[src/verilog/srpt_pkg.sv]
package srpt_pkg;

   // queue depth, slot 0 is the head
   localparam int srpt_max_entries = 16;

   // entry layout
   localparam int entry_size = 51;
   localparam int peer_hi = 50;
   localparam int peer_lo = 37;
   localparam int rpc_hi = 36;
   localparam int rpc_lo = 23;
   localparam int recv_pkts_hi = 22;
   localparam int recv_pkts_lo = 13;
   localparam int grntble_pkts_hi = 12;
   localparam int grntble_pkts_lo = 3;
   localparam int status_hi = 2;
   localparam int status_lo = 0;

   // incoming header layout
   localparam int header_size = 80;
   localparam int hdr_peer_hi = 79;
   localparam int hdr_peer_lo = 66;
   localparam int hdr_rpc_hi = 65;
   localparam int hdr_rpc_lo = 52;
   localparam int hdr_msg_len_hi = 51;
   localparam int hdr_msg_len_lo = 42;
   localparam int hdr_incoming_hi = 41;
   localparam int hdr_incoming_lo = 32;
   localparam int hdr_offset_hi = 31;
   localparam int hdr_offset_lo = 0;

   // status codes, a higher code ranks ahead
   typedef enum logic [2:0] {
      SRPT_EMPTY  = 3'd4,
      SRPT_ACTIVE = 3'd6
   } srpt_status_e;

   // free slot: zero fields, status empty
   localparam logic [entry_size-1:0] empty_entry = entry_size'(SRPT_EMPTY) << status_lo;

   // true when a strictly outranks b
   // status first, then fewer grantable packets
   // a tie returns false so the caller keeps its order
   function automatic logic srpt_ranks_ahead(input logic [entry_size-1:0] a,
                                             input logic [entry_size-1:0] b);
      if (a[status_hi:status_lo] != b[status_hi:status_lo]) begin
         return a[status_hi:status_lo] > b[status_hi:status_lo];
      end
      return a[grntble_pkts_hi:grntble_pkts_lo] < b[grntble_pkts_hi:grntble_pkts_lo];
   endfunction

endpackage

[src/verilog/srpt_entry_builder.sv]
`timescale 1ns/1ns

module srpt_entry_builder
   import srpt_pkg::*;
   (
   input  logic                  ap_start_i,
   input  logic                  header_in_empty_i,
   input  logic [header_size-1:0] header_in_data_i,
   output logic                  header_in_read_en_o,
   output logic                  insert_en_o,
   output logic [entry_size-1:0] insert_entry_o
   );

   // header fields
   logic [hdr_peer_hi-hdr_peer_lo:0]         hdr_peer;
   logic [hdr_rpc_hi-hdr_rpc_lo:0]           hdr_rpc;
   logic [hdr_msg_len_hi-hdr_msg_len_lo:0]   hdr_msg_len;
   logic [hdr_incoming_hi-hdr_incoming_lo:0] hdr_incoming;
   logic [hdr_offset_hi-hdr_offset_lo:0]     hdr_offset;

   // entry fields before packing
   logic [recv_pkts_hi-recv_pkts_lo:0]       recv_pkts;
   logic [grntble_pkts_hi-grntble_pkts_lo:0] grntble_pkts;

   // first packet of a message that still has more to come
   logic new_msg;

   assign hdr_peer     = header_in_data_i[hdr_peer_hi:hdr_peer_lo];
   assign hdr_rpc      = header_in_data_i[hdr_rpc_hi:hdr_rpc_lo];
   assign hdr_msg_len  = header_in_data_i[hdr_msg_len_hi:hdr_msg_len_lo];
   assign hdr_incoming = header_in_data_i[hdr_incoming_hi:hdr_incoming_lo];
   assign hdr_offset   = header_in_data_i[hdr_offset_hi:hdr_offset_lo];

   // consume a header whenever one is present and we are running
   // source must advance by the next edge
   assign header_in_read_en_o = ap_start_i & ~header_in_empty_i;

   // nothing to grant if the whole message is already incoming
   // only offset zero opens a new entry
   assign new_msg = (hdr_msg_len > hdr_incoming) && (hdr_offset == '0);

   assign insert_en_o = header_in_read_en_o & new_msg;

   // the opening packet counts as received
   assign recv_pkts = {{(recv_pkts_hi - recv_pkts_lo){1'b0}}, 1'b1};

   // remaining packets still to grant
   assign grntble_pkts = hdr_msg_len - 1'b1;

   always_comb begin
      insert_entry_o = '0;
      insert_entry_o[peer_hi:peer_lo] = hdr_peer;
      insert_entry_o[rpc_hi:rpc_lo] = hdr_rpc;
      insert_entry_o[recv_pkts_hi:recv_pkts_lo] = recv_pkts;
      insert_entry_o[grntble_pkts_hi:grntble_pkts_lo] = grntble_pkts;
      // new entries always start active
      insert_entry_o[status_hi:status_lo] = SRPT_ACTIVE;
   end

endmodule

[src/verilog/srpt_grant_pkts.sv]
`timescale 1ns/1ns

module srpt_grant_pkts
   import srpt_pkg::*;
   (
   input  logic                   ap_clk,
   input  logic                   ap_rst,
   input  logic                   ap_start_i,
   input  logic                   header_in_empty_i,
   input  logic [header_size-1:0] header_in_data_i,
   output logic                   header_in_read_en_o,
   output logic [entry_size-1:0]  head_entry_o
   );

   // builder to queue
   logic                  insert_en;
   logic [entry_size-1:0] insert_entry;

   // header decode and new-message filter
   srpt_entry_builder i_srpt_entry_builder (
      .ap_start_i          (ap_start_i),
      .header_in_empty_i   (header_in_empty_i),
      .header_in_data_i    (header_in_data_i),
      .header_in_read_en_o (header_in_read_en_o),
      .insert_en_o         (insert_en),
      .insert_entry_o      (insert_entry)
   );

   // sorted store, head goes straight out
   srpt_queue i_srpt_queue (
      .ap_clk         (ap_clk),
      .ap_rst         (ap_rst),
      .ap_start_i     (ap_start_i),
      .insert_en_i    (insert_en),
      .insert_entry_i (insert_entry),
      .head_entry_o   (head_entry_o)
   );

endmodule

[src/verilog/srpt_queue.sv]
`timescale 1ns/1ns

module srpt_queue
   import srpt_pkg::*;
   (
   input  logic                  ap_clk,
   input  logic                  ap_rst,
   input  logic                  ap_start_i,
   input  logic                  insert_en_i,
   input  logic [entry_size-1:0] insert_entry_i,
   output logic [entry_size-1:0] head_entry_o
   );

   // sorted store, slot 0 best so far
   logic [entry_size-1:0] slots [srpt_max_entries];

   // next state of every slot
   logic [entry_size-1:0] slots_next [srpt_max_entries];

   // 0 sorts pairs (0,1),(2,3)..
   // 1 sorts pairs (1,2),(3,4)..
   logic phase;

   assign head_entry_o = slots[0];

   always_comb begin
      // default hold, untouched edge slots keep their value
      slots_next = slots;

      if (insert_en_i) begin
         // new entry meets the old head
         // old head only stays on top if it strictly wins
         if (srpt_ranks_ahead(slots[0], insert_entry_i)) begin
            slots_next[0] = slots[0];
            slots_next[1] = insert_entry_i;
         end else begin
            slots_next[0] = insert_entry_i;
            slots_next[1] = slots[0];
         end

         // rest of the queue moves down one
         // last slot falls off the end
         for (int i = 2; i < srpt_max_entries; i++) begin
            slots_next[i] = slots[i-1];
         end
      end else if (!phase) begin
         // even phase
         for (int i = 0; i < srpt_max_entries - 1; i += 2) begin
            // swap only on a strict win of the lower slot
            if (srpt_ranks_ahead(slots[i+1], slots[i])) begin
               slots_next[i]   = slots[i+1];
               slots_next[i+1] = slots[i];
            end
         end
      end else begin
         // odd phase, slot 0 holds
         for (int i = 1; i < srpt_max_entries - 1; i += 2) begin
            if (srpt_ranks_ahead(slots[i+1], slots[i])) begin
               slots_next[i]   = slots[i+1];
               slots_next[i+1] = slots[i];
            end
         end
      end
   end

   always_ff @(posedge ap_clk) begin
      if (ap_rst) begin
         // every slot back to empty
         for (int i = 0; i < srpt_max_entries; i++) begin
            slots[i] <= empty_entry;
         end
         phase <= 1'b0;
      end else if (ap_start_i) begin
         slots <= slots_next;

         // inserts do not advance the sort phase
         if (!insert_en_i) begin
            phase <= ~phase;
         end
      end
   end

endmodule
[config.mk]
export PLATFORM = sky130hd
export DESIGN_NAME = srpt_grant_pkts
export DESIGN_NICKNAME = d
export VERILOG_FILES = /design/src/verilog/srpt_pkg.sv /design/src/verilog/srpt_entry_builder.sv /design/src/verilog/srpt_grant_pkts.sv /design/src/verilog/srpt_queue.sv
export SDC_FILE = /design/constraint.sdc
export NUM_CORES = 2
export LEC_CHECK = 0
export ABC_CLOCK_PERIOD_IN_PS = 3300
export BUFFER_PORTS_ARGS = -buffer_cell sky130_fd_sc_hd__buf_2
export CAP_MARGIN = 40
export CORE_UTILIZATION = 55
export DETAILED_ROUTE_END_ITERATION = 6
export HOLD_SLACK_MARGIN = 0.05
export PLACE_DENSITY = 0.75
export SETUP_SLACK_MARGIN = 0.05
export SYNTH_ARGS = -nofsm -noshare
export SYNTH_HDL_FRONTEND = slang
export SYNTH_SLANG_ARGS = --single-unit
[constraint.sdc]
create_clock -name ap_clk -period 3.3 [get_ports ap_clk]
set_input_delay 0.33 -clock ap_clk [delete_from_list [all_inputs] [get_ports ap_clk]]
set_output_delay 0.33 -clock ap_clk [all_outputs]
set_load 0.01 [all_outputs]
==> impl_summary.log <==
[metrics] status: finished, final reports clean
[metrics] number of buffer cells added on primary ports: 135
[metrics] CP Launch Type: flop
[metrics] count leader, synth: nand2_1
[metrics] fraction of layout cells with a size suffix above 1: 11.20%
[metrics] relative area change from synthesis to final layout: 13.05%
[metrics] pwr dens: 989.0 nW/um^2
[metrics] Layout Nets: ~5300
[metrics] async set-reset flop share out of synthesis: 0%
[metrics] post-route cell area: 45420 sq um
[metrics] wire length the detailed router placed on met1: roughly 48000 um
[metrics] Residual DRC: 0
[metrics] Synth Register Bits: 817
[metrics] RD Place Congestion: a little over 0.9
[metrics] clock latency on the worst-skew pair: 0.65 ns
[metrics] filler cell count in the final layout: just over 6000
[metrics] first-pass GRT wire length: 180000 um
[metrics] pin slew with the least headroom to its limit: 1.140 ns
[metrics] Fin. Hold Viols: 0
[metrics] ordered cell list for the critical path: inv_1, ha_1, a21o_1, a31oi_1, o21ai_0, a311oi_1, o41ai_1, buf_1, nor2_4, buf_12, a31oi_1, o21a_1
[metrics] DRT antenna net count: 0
[metrics] maximum level of the CTS H-tree: 3
[metrics] Die X-Extent: 272.3 um
[metrics] clock transition at the registers of the reported paths: 0.06 ns
[metrics] cells after synthesis: 5070
[metrics] crit path kind: reg -> reg
[metrics] diode count: 0
[metrics] fmax: 326.4 MHz
[metrics] overall overflow remaining after global route: 0
[metrics] slowest stage cell, crit path: o41ai_1
[metrics] ys flop type: dfxtp_1
[metrics] count of boundary I/O pins: 136
[metrics] DR top layer: met4
[metrics] library cell occupying the most area in the post-synthesis netlist: dfxtp_1
[metrics] post-synth design cell area: 40180 sq um
[metrics] Tot GR Track Use: 28.77%
[metrics] worst rel slew slack: 24.03%
[metrics] highest fanout seen on the critical path: 102
[metrics] via-per-instance ratio: roughly 6
[metrics] cts repair resizes: 0
[metrics] setup repair after global routing missed its margin: false
[metrics] die area: ~74000 sq um
[metrics] Worst Clk Skew: 0.03060 ns
[metrics] number of global-route vias before repair: 35420
[metrics] total of warnings raised by yosys: 0
[metrics] effective utilization at floorplan: 55.92%
[metrics] kind of end point of the critical path: flop
[metrics] cell types with the largest area share after synthesis: dfxtp_1, nand2_1, a311oi_1
[metrics] data required time at the worst endpoint: 3.89 ns
[metrics] met3 wire length: roughly 5800 um
[metrics] Period minus WS final: 3.064 ns
[metrics] clock tree from TritonCTS: built
[metrics] count of flip-flops with a built-in enable after synthesis: 0
[metrics] clock root buffer: clkbuf_16
[metrics] register area share after synthesis: 40.71%
[metrics] synth unique cells: 65
[metrics] largest buffer count on any clock path: 3
[metrics] wire length per cell after detailed routing: 18.02 um
[metrics] largest stage delay on the critical path: 0.61 ns
[metrics] sum of met2 wire segment lengths after detailed routing: 52640 um
[metrics] top cell type's share of synthesized area: 40.71%
[metrics] syn_nets: about 5400
[metrics] Post-DP HPWL: roughly 74000 um
[metrics] Post-synth top cells: nand2_1, dfxtp_1, nor2_1
[metrics] Vert. Die Dim: about 270 um
[metrics] setup-violating endpoint count in the final report: 0
[metrics] total count of max-transition violations in the final report: 0
[metrics] synthesized area per cell: 7.925 sq um
[metrics] Post-Route WL: ~110000 um
[metrics] total vias in the final route: 36990
[metrics] kind of path behind the tightest hold check: in -> reg
[metrics] post-route core utilization: 63.21%
[metrics] leakage: 17.09 nW
[metrics] detailed-router iteration count before antenna repair: 5
[metrics] largest net degree at the start of global routing: 200
[metrics] maximum capacitance violations: 0
[metrics] # rows: 98
[metrics] antenna violations before repair: 0
[metrics] crit path DAT: 3.66 ns
[metrics] cell occurring most often along the worst timing path: a31oi_1
[metrics] number of buffers created by CTS: between 80 and 90
[metrics] Initial DRC Count: approximately 3000
[metrics] sinks on the clock net: 817
[metrics] Period Utilization, post-route: 92.85%
[metrics] area of placed instances: 42100 sq um
[metrics] maximum resistive drop on vdd: 0.6669 mV
[metrics] core footprint: 71850 sq um
cell families (layout without fill, tap and decap cells):
| logic type | count (synthesis) | after routing | synth area share [%] |
|---|---|---|---|
| mux | 93 | 93 | 2.317 |
| buf+inv | 684 | 738 | 7.813 |
| flops | 817 | 817 | 40.71 |
| simple gates | 1896 | 1896 | 18.48 |
| compound gates | 1372 | 1372 | 24.28 |
| fa+ha+maj | 200 | 200 | 6.228 |
| xor+xnor | 8 | 8 | 0.1744 |
report_power, final:
group / internal, mW / switching [mW] / total (mW) / leakage (nW)
Sequential: 13.0 / 2.88 / 15.9 / 6.72
Clock: 6.08 / 4.18 / 10.3 / 1.48
Combinational: 7.73 / 11.0 / 18.8 / 8.89
Total: 26.8 / 18.1 / 44.9 / 17.1
registers in the layout, summed over array words and instances, names as in the netlist:
register                   count
i_srpt_queue.head_entry_o     51
i_srpt_queue.phase             1
i_srpt_queue.slots           765
what timing repair did:
item | in CTS | in global routing
endpoints found under the hold margin | 53 | 0
endpoints found under the setup margin | 0 | 73
hold buffers | 29 | 0
setup buffers | 0 | 4
cells in the final DEF, fill, tap and decap left out, types with 134 or more instances in the layout:
cell type and n:
buf_4 149, a311oi_1 290, inv_1 208, a31oi_1 277, o21ai_0 328, nand2_1 1224
buf_2 134, ha_1 200, dfxtp_1 817, nor2_1 516
worst paths after layout:
path / slack (ns) / from / cells after the start / endpoint
worst max-delay path: 0.24 / i_srpt_queue.slots[566] / 12 / i_srpt_queue.slots[547]
worst min-delay path: 0.24 / header_in_data_i[42] / 5 / i_srpt_queue.slots[717]
worst max register to register: 0.24 / i_srpt_queue.slots[566] / 12 / i_srpt_queue.slots[547]
worst min register to register: 0.48 / i_srpt_queue.slots[50] / 2 / i_srpt_queue.slots[101]
worst max-delay path: cells and delay by family, from the launching register on:
family | cells | cell delay, ns
buffers and inverters | 3 | 0.53
AO/OA/AOI/OAI | 7 | 1.66
AND/OR/NAND/NOR | 1 | 0.05
flip-flops | 1 | 0.40
adder cells (fa/ha/maj) | 1 | 0.29
layer usage:
metal / up-vias / global-route usage [%]
li1: 17820 / -
met1: 17830 / 37.74
met2: 1110 / 48.79
met3: 227 / 3.632
met4: 0 / 9.447
met5: - / 0
per-stage QoR:
stage               setup WS, ns  setup TNS (ns)  instances  total power, mW  hold slack, ns
CTS                       0.1855               0       6070            44.80          0.2074
floorplan              -0.002233       -0.002233       5070            29.30          0.4523
global route             0.05539               0       6074            48.05          0.2290
detailed placement       -0.2627          -14.37       5884            34.43          0.4695
finish                    0.2360               0       6074            44.92          0.2364
global placement         -0.1603          -8.453       5883            33.64          0.4581
layout make-up:
type                       count  area (sq um)  area share (%)
clock buffer                 123          2501           5.507
clock inverter                34         503.0           1.107
inverter                     211         797.0           1.755
multi-input combinational   3569         20860           45.92
sequential                   817         16360           36.01
tap                          950          1189           2.617
timing repair buffer         370          3219           7.088
(Power assumes the default switching activity.)
